$ cat src/source/dcache_defines.svh
// memory depth, memory latency and 1-bit level macros for the data-side access unit

`ifndef DCACHE_DEFINES_SVH
`define DCACHE_DEFINES_SVH

//------------------------------
// burst memory
//------------------------------
`define DCACHE_MEM_WORDS   256   // dwords, address wraps at 4x this in bytes
`define DCACHE_MEM_LATENCY 3     // cycles from burst do to burst done

//------------------------------
// levels
//------------------------------
`define TRUE  1'b1
`define FALSE 1'b0

`endif

$ cat src/source/dcache_pkg.sv
// request, burst and snoop packed structs of the data-side access unit

package dcache_pkg;

   //------------------------------
   // requester side
   //------------------------------

   // read, 1 to 8 bytes at any byte address
   typedef struct packed {
      logic [31:0] address;
      logic [3:0]  length;        // bytes, 1..8
   } dcache_rd_req_t;

   // posted write, 1 to 4 bytes
   typedef struct packed {
      logic [31:0] address;
      logic [2:0]  length;        // bytes, 1..4
      logic [31:0] data;          // lsb first
   } dcache_wr_req_t;

   //------------------------------
   // memory side
   //------------------------------

   typedef struct packed {
      logic [31:0] address;       // dword aligned
      logic [1:0]  dword_length;  // dwords - 1
      logic [3:0]  byte_length;
   } rd_burst_req_t;

   typedef struct packed {
      logic [31:0] address;       // dword aligned
      logic [1:0]  dword_length;  // 0 or 1
      logic [3:0]  byteenable_0;  // first dword
      logic [3:0]  byteenable_1;  // second dword
      logic [55:0] data;          // write data moved up by the byte offset
   } wr_burst_req_t;

   // write notice toward the instruction cache
   typedef struct packed {
      logic        valid;
      logic [31:0] address;
   } icache_snoop_t;

endpackage

$ cat src/source/dcache_read_align.sv
// read burst sizing and byte extraction from the returned dwords

`timescale 1ns/10ps

module dcache_read_align (
   input  dcache_pkg::dcache_rd_req_t req,      // held by requester
   input  logic [95:0]                rd_data,  // lowest address in low dword
   output dcache_pkg::rd_burst_req_t  burst,
   output logic [63:0]                read_data
);

   import dcache_pkg::*;

   //------------------------------
   // burst sizing
   //------------------------------

   logic [1:0]  offset;      // byte offset in first dword
   logic [3:0]  last_byte;   // offset of last requested byte
   logic [95:0] shifted;     // first requested byte at bit 0
   logic [63:0] keep_mask;   // ones over the requested bytes

   assign offset    = req.address[1:0];
   assign last_byte = {2'b00, offset} + req.length - 4'd1;   // max 3 + 8 - 1

   // dword count is last_byte / 4 + 1, field holds count - 1
   assign burst.address      = {req.address[31:2], 2'b00};
   assign burst.dword_length = last_byte[3:2];
   assign burst.byte_length  = req.length;

   //------------------------------
   // byte extraction
   //------------------------------

   assign shifted = rd_data >> {offset, 3'b000};   // 0, 8, 16 or 24 bits

   always_comb begin
      for (int i = 0; i < 8; i++) begin
         // bytes past the length read as zero
         keep_mask[8*i +: 8] = (4'(i) < req.length) ? 8'hff : 8'h00;
      end
   end

   assign read_data = shifted[63:0] & keep_mask;

   //------------------------------
   // checks
   //------------------------------

   // requester contract, an all-zero request is an idle bus
   always_comb begin
      a_rd_length: assert final (req == '0 ||
                                 (req.length >= 4'd1 && req.length <= 4'd8))
         else $error("dcache_read_align: read length %0d out of range", req.length);
   end

endmodule

$ cat config.mk
export PLATFORM = sky130hd
export DESIGN_NAME = dcache_read_align
export DESIGN_NICKNAME = d
export VERILOG_FILES = /design/src/source/dcache_defines.svh /design/src/source/dcache_pkg.sv /design/src/source/dcache_read_align.sv
export SDC_FILE = /design/constraint.sdc
export NUM_CORES = 1
export LEC_CHECK = 0
export ABC_AREA = 1
export BUFFER_PORTS_ARGS = -buffer_cell sky130_fd_sc_hd__buf_2
export CAP_MARGIN = 20
export CORE_AREA = 2 2 91 93
export DETAILED_ROUTE_END_ITERATION = 7
export DIE_AREA = 0 0 93 95
export GPL_ROUTABILITY_DRIVEN = 0
export PLACE_DENSITY = 0.72
export SLEW_MARGIN = 20
export SYNTH_ARGS = -nofsm -noshare
export SYNTH_HDL_FRONTEND = slang
export SYNTH_SLANG_ARGS = --single-unit
export TNS_END_PERCENT = 1
$ cat constraint.sdc
create_clock -name vclk -period 2.6
set_input_delay 0 -clock vclk [all_inputs]
set_output_delay 0 -clock vclk [all_outputs]
set_load 0.005 [all_outputs]
==> flow_metrics.tcl <==
set metrics [dict create \
    outcome "completed" \
    initial_core_util 0.320 \
    post_cts_buffers 0 \
    met3_usage 0.0223 \
    synth_xor_area_frac 0.00345 \
    rsz0062_at_grt "false" \
    crit_path_top_delay_cell "buf_2" \
    wl_mm 9.56 \
    cpPeakStageDelay_ns 0.54 \
    ys_warn_count 0 \
    setup_slack_ns 0.871 \
    yosys.area_share.simple 0.659 \
    ios 234 \
    diodes 0 \
    drt_first_pass_iters 5 \
    slew_viol_final 0 \
    power_density_mw_per_mm2 191 \
    layout_common_cells "nand2_1 (263), buf_2 (164), nor2_1 (97), nand3_1 (64), inv_1 (43)" \
    critPathKind "in -> out" \
    dieArea_mm2 0.00884 \
    grt_max_degree 83 \
    multiInputGateArea_mm2 0.00189 \
    seq_area_frac_synth 0 \
    cp_data_arrival_time_ns 1.73 \
    area_growth_pct 20.3 \
    port_buffers 164 \
    synth.top_cell.area_share 0.389 \
    die_x_um 93 \
    top_usage_layer "met2" \
    layout_commonest_cell "nand2_1" \
    drt-wirelength-per-cell_um 12.3 \
    core_area_mm2 0.00793 \
    synth_compound_area_frac 0.0557 \
    finalSetupViolCount 0 \
    grt_usage 0.205 \
    endpoint_kind "primary output" \
    regArea_um2 0 \
    drc 0 \
    detailed_place_hpwl_mm 7.26 \
    netlist_area_mm2 0.00254 \
    grt_pass1_vias 3095 \
    grt_pass1_wl_mm 15.0 \
    cts_hold_buf 0 \
    synth_top_area_cell "nand2_1" \
    cp-start-kind "input pin" \
    critPathMaxFanout 82 \
    antenna_found_initial 0 \
    drtIter0Drc 140 \
    clkbuf_count 0 \
    relSlewSlack 0.430 \
    syn_inst 570 \
    synth_fa_ha_area_frac 0.0227 \
    fillers 997 \
    fin_crit_sh 0.665 \
    fmaxAchievable_mhz 579 \
    synth_cell_types 20 \
    yosys-top-cells-area "nand2_1 (39%), nor2_1 (14%), nand3_1 (13%)" \
    worstPathCellList "buf_2 > inv_4 > o21ai_1 > nor2_1 > nor2_1 > buf_2" \
    finalSetupTns_ns 0 \
    rows 33 \
    antenna_left 0 \
    worst_slew_pin_slew_ns 0.855 \
    grt_overflow 0 \
    vias 3616 \
    critPathTopFamily "buffers and inverters" \
    grt_util_met1 0.284 \
    cts_resized 0 \
    drive_above_1_share 0.256 \
    fin_crit_ns 1.73 \
    synth_top_family_by_area "simple AND/OR/NAND/NOR gates" \
    die_y_um 95 \
    leakage_nw 2.12 \
    fin_util 0.385 \
    hp-class "in -> out" \
    synth_mux_area_frac 0 \
    nets 811 \
    path_buf_inv 3 \
    ir_worst_vdd_mv 0.0657 \
    viasPerCell 4.65 \
    avgSynthCellArea_um2 4.45 \
    crit_required_ns 2.60 \
    pre_cts_ws_ns 0.869 \
    hold_viol 0 \
    drv_cap 0 \
    seq_cell_count 0 \
    grt_use_met2 0.340 \
]
-- final timing paths --
check,start,to,slack [ns],cells after the start
setup / recovery,req[4],read_data[17],0.87,6
hold / removal,req[14],burst[16],0.000002,0
-- routing by layer --
layer	vias to the layer above	wire, µm
li1	1913	-
met1	1497	4260
met2	178	4130
met3	28	890
met4	0	274
met5	-	0
-- Yosys cell counts --
cell type and number:
a21oi_1 17, xor2_1 1, inv_4 1, fa_1 1
nor2_1 97, a21oi_2 1, ha_1 3, buf_6 7
o21bai_1 1, nand3_1 64, inv_2 1, nand2_1 263
inv_1 43, buf_4 41, conb_1 1, o21ai_1 4
clkbuf_1 2, o21ai_0 4, clkinv_1 1, buf_2 17
-- where the power goes --
part           switching [mW]  internal (mW)  leakage [nW]
registers                   0              0             0
logic                   0.341          0.242          2.12
clock network               0              0             0
total                   0.341          0.242          2.12
-- kinds of logic (layout without fill, tap and decap cells) --
family | Yosys count | in the layout
xor+xnor | 1 | 1
compound gates | 27 | 27
buf+inv | 113 | 215
simple gates | 424 | 424
fa+ha+maj | 4 | 4
other cells | 1 | 2
-- cell type report --
cell class,instances,share of cell area
Multi-Input combinational cell,458,0.618
Timing Repair Buffer,169,0.281
Inverter,46,0.0574
Tap cell,105,0.0431
-- metrics by stage --
| stage | cells | area (µm²) | power, mW | hold WS [ns] |
|---|---|---|---|---|
| finish | 778 | 3050 | 0.582 | 0.00000199 |
| global route | 778 | 3050 | 0.666 | 0.00000820 |
| CTS | 778 | 3050 | 0.588 | 0.0000346 |
| detailed placement | 778 | 3050 | 0.585 | 0.0000346 |
| global placement | 778 | 3050 | 0.584 | 0.0000346 |
| floorplan | 571 | 2540 | 0.391 | 0.0808 |
Power figures use the tool's default switching activity.
