### src/source/dcache_defines.svh
// memory depth, memory latency and 1-bit level macros for the data-side access unit

`ifndef DCACHE_DEFINES_SVH
`define DCACHE_DEFINES_SVH

//------------------------------
// burst memory
//------------------------------
`define DCACHE_MEM_WORDS   256   // dwords, address wraps at 4x this in bytes
`define DCACHE_MEM_LATENCY 3     // cycles from burst do to burst done

//------------------------------
// levels
//------------------------------
`define TRUE  1'b1
`define FALSE 1'b0

`endif

### src/source/dcache_pkg.sv
// request, burst and snoop packed structs of the data-side access unit

package dcache_pkg;

   //------------------------------
   // requester side
   //------------------------------

   // read, 1 to 8 bytes at any byte address
   typedef struct packed {
      logic [31:0] address;
      logic [3:0]  length;        // bytes, 1..8
   } dcache_rd_req_t;

   // posted write, 1 to 4 bytes
   typedef struct packed {
      logic [31:0] address;
      logic [2:0]  length;        // bytes, 1..4
      logic [31:0] data;          // lsb first
   } dcache_wr_req_t;

   //------------------------------
   // memory side
   //------------------------------

   typedef struct packed {
      logic [31:0] address;       // dword aligned
      logic [1:0]  dword_length;  // dwords - 1
      logic [3:0]  byte_length;
   } rd_burst_req_t;

   typedef struct packed {
      logic [31:0] address;       // dword aligned
      logic [1:0]  dword_length;  // 0 or 1
      logic [3:0]  byteenable_0;  // first dword
      logic [3:0]  byteenable_1;  // second dword
      logic [55:0] data;          // write data moved up by the byte offset
   } wr_burst_req_t;

   // write notice toward the instruction cache
   typedef struct packed {
      logic        valid;
      logic [31:0] address;
   } icache_snoop_t;

endpackage

### src/source/dcache_write_align.sv
// write byte enables and data placement for a 1 or 2 dword burst

`timescale 1ns/10ps

module dcache_write_align (
   input  dcache_pkg::dcache_wr_req_t req,    // held by requester
   output dcache_pkg::wr_burst_req_t  burst
);

   import dcache_pkg::*;

   //------------------------------
   // byte mask
   //------------------------------

   logic [1:0] offset;       // byte offset in first dword
   logic [7:0] len_ones;     // length ones from the lsb
   logic [7:0] byte_mask;    // spans two dwords

   assign offset = req.address[1:0];

   // 9 bits hold 1 << length for any 3-bit length
   assign len_ones  = 8'((9'd1 << req.length) - 9'd1);
   assign byte_mask = len_ones << offset;

   //------------------------------
   // burst fields
   //------------------------------

   assign burst.address      = {req.address[31:2], 2'b00};
   assign burst.byteenable_0 = byte_mask[3:0];
   assign burst.byteenable_1 = byte_mask[7:4];

   // second dword only when the write crosses the boundary
   assign burst.dword_length = (byte_mask[7:4] != 4'b0000) ? 2'd1 : 2'd0;

   // same shift as the mask into 32 + 24 bits
   assign burst.data = 56'(req.data) << {offset, 3'b000};

   //------------------------------
   // checks
   //------------------------------

   // an all-zero request is an idle bus
   always_comb begin
      a_wr_length: assert final (req == '0 ||
                                 (req.length >= 3'd1 && req.length <= 3'd4))
         else $error("dcache_write_align: write length %0d out of range", req.length);
   end

endmodule

### config.mk
export PLATFORM = sky130hd
export DESIGN_NAME = dcache_write_align
export DESIGN_NICKNAME = d
export VERILOG_FILES = /design/src/source/dcache_defines.svh /design/src/source/dcache_pkg.sv /design/src/source/dcache_write_align.sv
export SDC_FILE = /design/constraint.sdc
export NUM_CORES = 1
export LEC_CHECK = 0
export ABC_AREA = 0
export ABC_CLOCK_PERIOD_IN_PS = 840
export BUFFER_PORTS_ARGS = -buffer_cell sky130_fd_sc_hd__buf_2
export CAP_MARGIN = 20
export CORE_MARGIN = 2
export CORE_UTILIZATION = 34
export DETAILED_ROUTE_END_ITERATION = 10
export PLACE_DENSITY = 0.86
export SYNTH_ARGS = -nofsm -noshare
export SYNTH_HDL_FRONTEND = slang
export SYNTH_SLANG_ARGS = --single-unit
### constraint.sdc
create_clock -name vclk -period 0.84
set_input_delay 0.042 -clock vclk [all_inputs]
set_output_delay 0.042 -clock vclk [all_outputs]
set_load 0.01 [all_outputs]
==> impl.org <==
** Run status
- Result of the run :: complete, but fails checks
- The final reports fail on negative setup slack.

** Power and ir drop
- Per report_power, the clock group accounts for 0% of the total.
- Net switching power of the design :: 572 uW
- Share of total power consumed by net switching :: 48.8%
- IR analysis of the VDD net gives a maximum drop of 272 uV.
- Combinational share of power :: 100.0%
- In this run the static leakage power is 1.05 nW.
- Power per cell area :: 603 nW/um^2
- Internal power comes to 601 uW.
- Sequential cells account for 0% of the total power.

** Die
- Area of the core region :: 3630 um^2
- The die covers 4230 um^2.
- Die height :: 65.0 um
- # IOs :: 165
- The floorplan has 22 rows.
- For this configuration, the core starts out at a cell density of 34.8%.
- From left edge to right edge, the die measures 65.0 um.

** Setup path
- STA classifies the critical path endpoint as an output pin.
- The worst setup path is launched from a primary input.
- Required time at the endpoint of the critical path :: 0.80 ns
- The critical path is of the primary input to output pin type.
- For the worst setup path, the data arrival time is 0.81 ns.
- Critical path fanouts, max :: 8

** STA
- For this run, the top clock speed supported by timing is 1.18 GHz.
- Pins Over Slew Limit :: 0
- Once routing completed, OpenROAD measured the worst setup slack at -0.00724 ns.
- Setup repair after global routing could not meet its margin everywhere.
- The final critical path takes up 101% of the cycle.
- After layout, the minimum clock period comes to 0.847 ns.
- Setup violators final :: 3
- The count of final hold-check violations came to 0.
- Setup total negative slack on the finished layout was measured at -0.0100 ns.

** Logic synthesis
- Share of the synthesized area in the top cell type :: 31.6%
- The Yosys step of the flow raised 0 warnings.
- Post-synthesis instance area :: 1270 um^2
- Mean Syn Cell Area :: 7.67 um^2
- Most frequent cell after synthesis :: sky130_fd_sc_hd__mux2i_1
- Synth cell types :: 27
- Yosys attributes the largest share of cell area to sky130_fd_sc_hd__mux2i_1 32%, sky130_fd_sc_hd__buf_4 20%, sky130_fd_sc_hd__o2bb2ai_1 9.7%.
- For this run, the register share of the synthesized area comes to 0%.
- Synth top cells by count :: 40 x sky130_fd_sc_hd__mux2i_1, 33 x sky130_fd_sc_hd__buf_4, 14 x sky130_fd_sc_hd__o2bb2ai_1, 12 x sky130_fd_sc_hd__nor2_1, 10 x sky130_fd_sc_hd__nor2b_1
- In the synthesized netlist, the number of instances is 165.
- Area leader, netlist :: sky130_fd_sc_hd__mux2i_1

** Global routing
- Maximum number of pins on one net before global-route repair :: 17
- Summed over all layers, the global routing overflow is 0.
- The first global-routing pass estimated 6.43 mm of wire.
- The number of global-route vias before repair was 1387.
- Initial antenna violation count :: 0
- Aggregate global-route resource usage :: 18.3%

** Finish
- Number of nets in the finished design :: 310
- Signed area change from the synthesized netlist to the final layout :: 53.6%
- Clock buffers in the final layout number 0.
- Share of post-route cells with drive strength above 1 :: 60.2%
- Leaving out filler cells and counting taps, the final layout contains 289.
- In the final layout, flip-flops and latches occupy 0 um^2.
- The finished cells cover 1940 um^2.
- The design has 0 sequential cells.
- Count of inserted antenna diode cells :: 0

** Place
- The congestion estimate from routability-driven global placement came to 0.846.
- Placed insts :: 283
- Area of placed instances :: 1610 um^2
- # port buffers :: 102
- Worst slack at placement :: -0.138 ns
- Once detailed placement completed, the half-perimeter wirelength came to 3.19 mm.

** Routing
- Post-Route WL :: 4.42 mm
- Number of nets still failing antenna checks after routing :: 0
- Detailed-routing iteration count for the pre-antenna-repair pass :: 4
- In this run, the number of DRC markers left after iteration 0 of detailed routing was 55.
- Count of vias placed by the detailed router :: 1496
- In the routed layout, each cell is associated on average with a via count of 5.18.
- Dividing the detail-routed wire length by the instance count gives 15.3 um.
- In the routed design, unresolved DRC markers number 0.

** Flow run
- Maximum capacitance violations :: 0

** CTS
- Buffers added to address setup during post-CTS repair amount to 0.

** Worst hold path
- HP Class :: primary input to output pin
-- per-stage QoR --
stage | power [mW] | utilization [%] | hold slack [ns]
final | 1.17 | 53.5 | 0.0840
after global routing | 1.26 | 53.5 | 0.0840
after CTS | 1.04 | 47.1 | 0.0841
after detailed placement | 0.964 | 44.2 | 0.0841
after global placement | 0.946 | 44.2 | 0.0841
after floorplan | 0.715 | - | 0.176
-- placed cells by master (no fill, tap or decap), drive strengths merged --
cell and n:
o21bai 1, o21ai 4, inv 1, mux2i 40, nor2 13, a21boi 1, nand3b 1, and3 8
o22ai 2, and2 9, clkbuf 4, a21oi 4, a22oi 1, nor2b 10, conb 3, a211oi 1
nand2 3, bufbuf 2, buf 116, o2bb2ai 14, nor3 2, nor3b 1
-- cell families after synthesis --
group	after synthesis	synth area share [%]
AO/OA/AOI/OAI	28	17.0
multiplexers	40	31.6
other	1	0.296
buffers and inverters	49	30.4
AND/OR/NAND/NOR	47	20.7
-- path summary, 6_finish.rpt --
path	start	endpoint	slack (ns)	depth (start not counted)
max	req[36]	burst[18]	-0.007	5
min	req[39]	burst[70]	0.08	0
-- worst max-delay path, stage by stage --
cell and delay [ns]:
sky130_fd_sc_hd__buf_12 0.12, sky130_fd_sc_hd__buf_16 0.15, sky130_fd_sc_hd__mux2i_4 0.18, sky130_fd_sc_hd__o2bb2ai_1 0.15, sky130_fd_sc_hd__buf_2 0.15
-- layout make-up --
cell class         count  area, um^2
fillers              381        1690
multi-input cells    118        1000
repair buffers       122         877
well taps             48        60.1
inverters              1        6.26
-- what timing repair did --
action / CTS / global route
endpoints found under the setup margin: 60 / 39
pin swaps: 4 / 9
hold buffers: 0 / 0
cloned: 2 / 4
resized for setup: 11 / 26
-- routing by layer --
metal / track usage, % / wire length (um) / up-vias
met2: 35.6 / 2390 / 65
met5: 0 / 0 / -
met3: 1.91 / 297 / 12
met4: 4.17 / 51 / 0
met1: 21.2 / 1690 / 712
li1: - / - / 707
-- power groups by stage --
stage / Combinational, mW / Sequential (mW) / Clock, mW
floorplan: 0.715 / 0 / 0
finish: 1.17 / 0 / 0
global route: 1.26 / 0 / 0
detailed placement: 0.964 / 0 / 0
global placement: 0.946 / 0 / 0
CTS: 1.04 / 0 / 0
Power figures use the tool's default switching activity.
