--- config.mk ---
export PLATFORM = sky130hd
export DESIGN_NAME = dcache_ctrl
export DESIGN_NICKNAME = d
export VERILOG_FILES = /design/src/source/dcache_pkg.sv /design/src/source/dcache_ctrl.sv
export VERILOG_INCLUDE_DIRS = /design/src /design/src/source
export SDC_FILE = /design/constraint.sdc
export NUM_CORES = 1
export LEC_CHECK = 0
export ABC_AREA = 1
export BUFFER_PORTS_ARGS = -buffer_cell sky130_fd_sc_hd__buf_2
export CORE_MARGIN = 8
export CORE_UTILIZATION = 27
export DETAILED_ROUTE_END_ITERATION = 8
export GPL_TIMING_DRIVEN = 0
export PLACE_DENSITY = 0.95
export SLEW_MARGIN = 0
export SYNTH_ARGS = -nofsm -noshare
export SYNTH_HDL_FRONTEND = slang
export SYNTH_SLANG_ARGS = --single-unit
--- constraint.sdc ---
create_clock -name clk -period 2.2 [get_ports clk]
set_input_delay 0.22 -clock clk [delete_from_list [all_inputs] [get_ports clk]]
set_output_delay 0.22 -clock clk [all_outputs]
set_load 0.03 [all_outputs]
--- src/source/dcache_defines.svh ---
// memory depth, memory latency and 1-bit level macros for the data-side access unit

`ifndef DCACHE_DEFINES_SVH
`define DCACHE_DEFINES_SVH

//------------------------------
// burst memory
//------------------------------
`define DCACHE_MEM_WORDS   256   // dwords, address wraps at 4x this in bytes
`define DCACHE_MEM_LATENCY 3     // cycles from burst do to burst done

//------------------------------
// levels
//------------------------------
`define TRUE  1'b1
`define FALSE 1'b0

`endif

--- src/source/dcache_pkg.sv ---
// request, burst and snoop packed structs of the data-side access unit

package dcache_pkg;

   //------------------------------
   // requester side
   //------------------------------

   // read, 1 to 8 bytes at any byte address
   typedef struct packed {
      logic [31:0] address;
      logic [3:0]  length;        // bytes, 1..8
   } dcache_rd_req_t;

   // posted write, 1 to 4 bytes
   typedef struct packed {
      logic [31:0] address;
      logic [2:0]  length;        // bytes, 1..4
      logic [31:0] data;          // lsb first
   } dcache_wr_req_t;

   //------------------------------
   // memory side
   //------------------------------

   typedef struct packed {
      logic [31:0] address;       // dword aligned
      logic [1:0]  dword_length;  // dwords - 1
      logic [3:0]  byte_length;
   } rd_burst_req_t;

   typedef struct packed {
      logic [31:0] address;       // dword aligned
      logic [1:0]  dword_length;  // 0 or 1
      logic [3:0]  byteenable_0;  // first dword
      logic [3:0]  byteenable_1;  // second dword
      logic [55:0] data;          // write data moved up by the byte offset
   } wr_burst_req_t;

   // write notice toward the instruction cache
   typedef struct packed {
      logic        valid;
      logic [31:0] address;
   } icache_snoop_t;

endpackage

--- src/source/dcache_ctrl.sv ---
// idle / read burst / write through FSM with acknowledges, burst strobes and snoop

`timescale 1ns/10ps

`include "dcache_defines.svh"

module dcache_ctrl (
   input  logic                      clk,
   input  logic                      rst_n,
   // requester strobes
   input  logic                      read_do,
   input  logic                      write_do,
   input  logic                      invd_do,
   input  logic                      wbinvd_do,
   // memory completions
   input  logic                      rd_burst_done,
   input  logic                      wr_burst_done,
   input  logic [31:0]               write_addr,   // for the snoop
   // acknowledges
   output logic                      read_done,
   output logic                      write_done,
   output logic                      invd_done,
   output logic                      wbinvd_done,
   // burst strobes
   output logic                      rd_burst_do,
   output logic                      wr_burst_do,
   output dcache_pkg::icache_snoop_t snoop,
   output logic                      busy
);

   import dcache_pkg::*;

   //------------------------------
   // state
   //------------------------------

   typedef enum logic [1:0] {
      ST_IDLE          = 2'd0,
      ST_READ_BURST    = 2'd1,
      ST_WRITE_THROUGH = 2'd2
   } state_t;

   state_t state;

   logic idle;
   logic take_write;    // write wins over everything
   logic take_read;
   logic take_invd;
   logic take_wbinvd;   // lowest priority

   assign idle = (state == ST_IDLE);

   // arbitration only in idle
   assign take_write  = idle && write_do;
   assign take_read   = idle && !write_do && read_do;
   assign take_invd   = idle && !write_do && !read_do && invd_do;
   assign take_wbinvd = idle && !write_do && !read_do && !invd_do && wbinvd_do;

   //------------------------------
   // strobes and acknowledges
   //------------------------------

   // posted write acked with its burst in the same cycle
   assign write_done  = !rst_n ? `FALSE : take_write;
   assign wr_burst_do = !rst_n ? `FALSE : take_write;

   assign rd_burst_do = !rst_n ? `FALSE : take_read;
   assign read_done   = !rst_n ? `FALSE : (state == ST_READ_BURST) && rd_burst_done;

   // no lines held so nothing to flush
   assign invd_done   = !rst_n ? `FALSE : take_invd;
   assign wbinvd_done = !rst_n ? `FALSE : take_wbinvd;

   assign snoop.valid   = !rst_n ? `FALSE : take_write;   // icache drops the line
   assign snoop.address = write_addr;

   assign busy = !idle;

   //------------------------------
   // next state
   //------------------------------

   always_ff @(posedge clk) begin
      if (!rst_n) begin
         state <= ST_IDLE;
      end else begin
         case (state)
            ST_IDLE: begin
               if (take_write) begin
                  state <= ST_WRITE_THROUGH;
               end else if (take_read) begin
                  state <= ST_READ_BURST;
               end
            end
            ST_READ_BURST: begin
               if (rd_burst_done) state <= ST_IDLE;   // data handed over
            end
            ST_WRITE_THROUGH: begin
               if (wr_burst_done) state <= ST_IDLE;   // memory updated
            end
            default: state <= ST_IDLE;   // unused encoding
         endcase
      end
   end

   //------------------------------
   // checks
   //------------------------------

   // memory read data only lands while a read burst is open
   a_rd_done_state: assert property (@(posedge clk) disable iff (!rst_n)
      rd_burst_done |-> (state == ST_READ_BURST));

   // write completion only ends a write-through stretch
   a_wr_done_state: assert property (@(posedge clk) disable iff (!rst_n)
      wr_burst_done |-> (state == ST_WRITE_THROUGH));

endmodule

==> insert_results.sql <==
INSERT INTO impl_metrics (metric_group, metric, value, unit) VALUES
('synthesis', 'synth_mux_area_frac', '0', ''),
('clock_tree', 'worstSkewPairLatency', '0.23', 'ns'),
('detailed_routing', 'vias', '511', ''),
('sta', 'fmaxAchievable', '659.0', 'MHz'),
('sta', 'final-setup-viol-count', '0', ''),
('detailed_routing', 'detailedRoute.firstIterationViolations', '10', ''),
('place', 'detailed_place_hpwl', '1.468', 'mm'),
('power_and_ir_drop', 'powerDensity', '456.4', 'nW/µm²'),
('global_route', 'antenna_violations_before_repair', '0', ''),
('power_and_ir_drop', 'irDropWorstVdd', '0.0001792', 'V'),
('synthesis', 'net_count_synth', '100', ''),
('run_status', 'status', 'complete, no violations', ''),
('sta', 'maxSlewHeadroom', '0.8700', ''),
('synthesis', 'syn_avg_cell_area', '6.923', 'µm²'),
('final_layout', 'flow.area_growth_from_synthesis', '66.87', '%'),
('min_path', 'worst_hold_path.endpoint', 'state[1]', ''),
('clock_tree', 'cts.path.max_buffers', '2', ''),
('clock_tree', 'clkSinkCount', '2', ''),
('setup_path', 'startpoint', 'state[1]', ''),
('global_route', 'wire_length_of_the_first_global_routing_pass', '2.539', 'mm'),
('sta', 'finalClockSkew', '0.001623', 'ns'),
('setup_path', 'worst-path-max-fanout', '4', ''),
('min_path', 'min_path_type', 'input pin to flip-flop', ''),
('detailed_routing', 'drtPass1Iterations', '2', ''),
('synthesis', 'synth-seq-area-share', '0.09639', ''),
('detailed_routing', 'detail_route.wl_per_cell', '12.48', 'µm'),
('place', 'io_buffers', '47', ''),
('sta', 'grt_setup_unrepaired', 'no', ''),
('clock_tree', 'postCtsSetupRepairBufs', '0', ''),
('sta', 'hold_viol_final', '0', ''),
('synthesis', 'mappedNetlistArea', '415.4', 'µm²'),
('setup_path', 'timing.setup.critical_path_class', 'flip-flop to output pin', ''),
('clock_tree', 'holdBufCountCts', '0', ''),
('setup_path', 'critPathRequiredTime', '1.98', 'ns'),
('clock_tree', 'h-tree-depth', '1', ''),
('setup_path', 'worst_r2r_startpoint', 'state[1]', ''),
('final_layout', 'layout.area.seq', '40.04', 'µm²'),
('final_layout', 'final_util', '0.4711', ''),
('die', 'floorplan.die.height', '55.23', 'µm'),
('detailed_routing', 'post-route-drc-count', '0', ''),
('synthesis', 'post_synth_inst_count', '60', ''),
('die', 'core', '1471', 'µm²'),
('synthesis', 'ys_seq_elements', '2', ''),
('sta', 'final_max_slew_viol_count', '0', ''),
('synthesis', 'fraction_of_the_mapped_netlist_area_in_adder_cells', '0', ''),
('synthesis', 'dominant_combinational_cell_family_by_area_after_synthesis', 'buffers and inverters', ''),
('die', 'die_x', '55.23', 'µm'),
('synthesis', 'synth_cell_type_count', '11', ''),
('detailed_routing', 'totalWireLength', '1.572', 'mm'),
('final_layout', 'largest_reg_flops', '2', ''),
('die', 'die_area', '3050', 'µm²'),
('die', 'initial_utilization', '0.2823', ''),
('min_path', 'holdPathStages', '4', ''),
('synthesis', 'synthXorXnorAreaFrac', '0', ''),
('setup_path', 'rrSetupSlack', '1.43', 'ns'),
('final_layout', 'final.fill_count', '160', ''),
('clock_tree', 'post_cts.resized_instances', '0', ''),
('sta', 'hold-worst-slack', '0.2583', 'ns'),
('clock_tree', 'clk_pin_slew_worst_paths', '0.03', 'ns'),
('place', 'gp_routability_congestion', '0.7517', ''),
('clock_tree', 'cts_root_buffer', 'clkbuf_4', ''),
('clock_tree', 'numCtsBuffers', '3', ''),
('final_layout', 'antenna-diode-count', '0', ''),
('job', 'drv_cap', '0', ''),
('detailed_routing', 'postRouteAntennaNets', '0', ''),
('synthesis', 'synth_compound_area_frac', '0.04217', ''),
('final_layout', 'nets', '152', ''),
('setup_path', 'worst_r2r_endpoint', 'state[1]', ''),
('final_layout', 'reg.largest.list', 'state (2)', ''),
('power_and_ir_drop', 'p_leak', '0.4526', 'nW'),
('clock_tree', 'tritoncts', 'built', '');
==> power by group <==
part           switching (mW)  total [mW]  leakage [nW]  internal (mW)
clock                  0.0235      0.0839        0.0138         0.0604
sequential            0.00312      0.0423        0.0165         0.0391
combinational           0.115       0.190         0.422         0.0756
total                   0.141       0.316         0.453          0.175
==> layout by cell type, fill, tap and decap left out, drive strengths merged <==
cell type	count
nand3b	1
buf	81
clkbuf	3
a21oi	2
nand2	4
nor2	8
dfxtp	2
nand3	3
inv	6
==> cell families after synthesis <==
logic type             count (synthesis)
buffers and inverters                 40
AO/OA/AOI/OAI                          2
flip-flops                             2
AND/OR/NAND/NOR                       16
==> critical path, stage by stage (launching register included) <==
cell	delay, ns
dfxtp_1	0.33
nor2_4	0.15
nand2_1	0.10
nor2_1	0.18
buf_4	0.14
buf_2	0.18
==> metrics by stage <==
step           cells  area [µm²]  power (mW)  worst slack [ns]
4_1_cts          126       693.2      0.3232            0.6561
6_report         126       693.2      0.3164            0.6824
2_1_floorplan     60       415.4      0.1891            0.6946
5_1_grt          126       693.2      0.3326            0.5897
3_3_place_gp     123       670.6      0.2324            0.9306
3_5_place_dp     123       670.6      0.2354            0.9099
==> layout make-up <==
cell class | instances | share of cell area
inverters | 6 | 0.03249
well taps | 16 | 0.02888
flip-flops and latches | 2 | 0.05776
multi-input cells | 18 | 0.1408
clock buffers | 3 | 0.03249
repair buffers | 47 | 0.3394
plain buffers | 34 | 0.3682
==> per-layer routing <==
metal	track usage	vias to the layer above	wire [µm]	share of wire
met5	0	-	0	0
met3	0.05708	6	261	0.17
met2	0.1747	49	798	0.51
met1	0.07301	208	461	0.29
li1	-	248	-	-
met4	0.07746	0	50	0.032
==> worst max-delay path by stage <==
| stage | slack, ns | to | cells past startpoint |
|---|---|---|---|
| finish | 0.68 | write_done | 5 |
| global route | 0.59 | write_done | 5 |
| CTS | 0.66 | write_done | 5 |
| detailed placement | 0.91 | write_done | 5 |
| global placement | 0.93 | write_done | 5 |
| floorplan | 0.69 | snoop[32] | 4 |
==> cells in the mapped netlist (all sizes together) <==
cell	instances	area [µm²]
nand2	4	15.01
dfxtp	2	40.04
a21oi	2	17.52
buf	34	255.2
inv	6	22.52
nor2	8	37.54
nand3	3	20.02
nand3b	1	7.510
No activity file was read; power rests on OpenSTA's default activity.
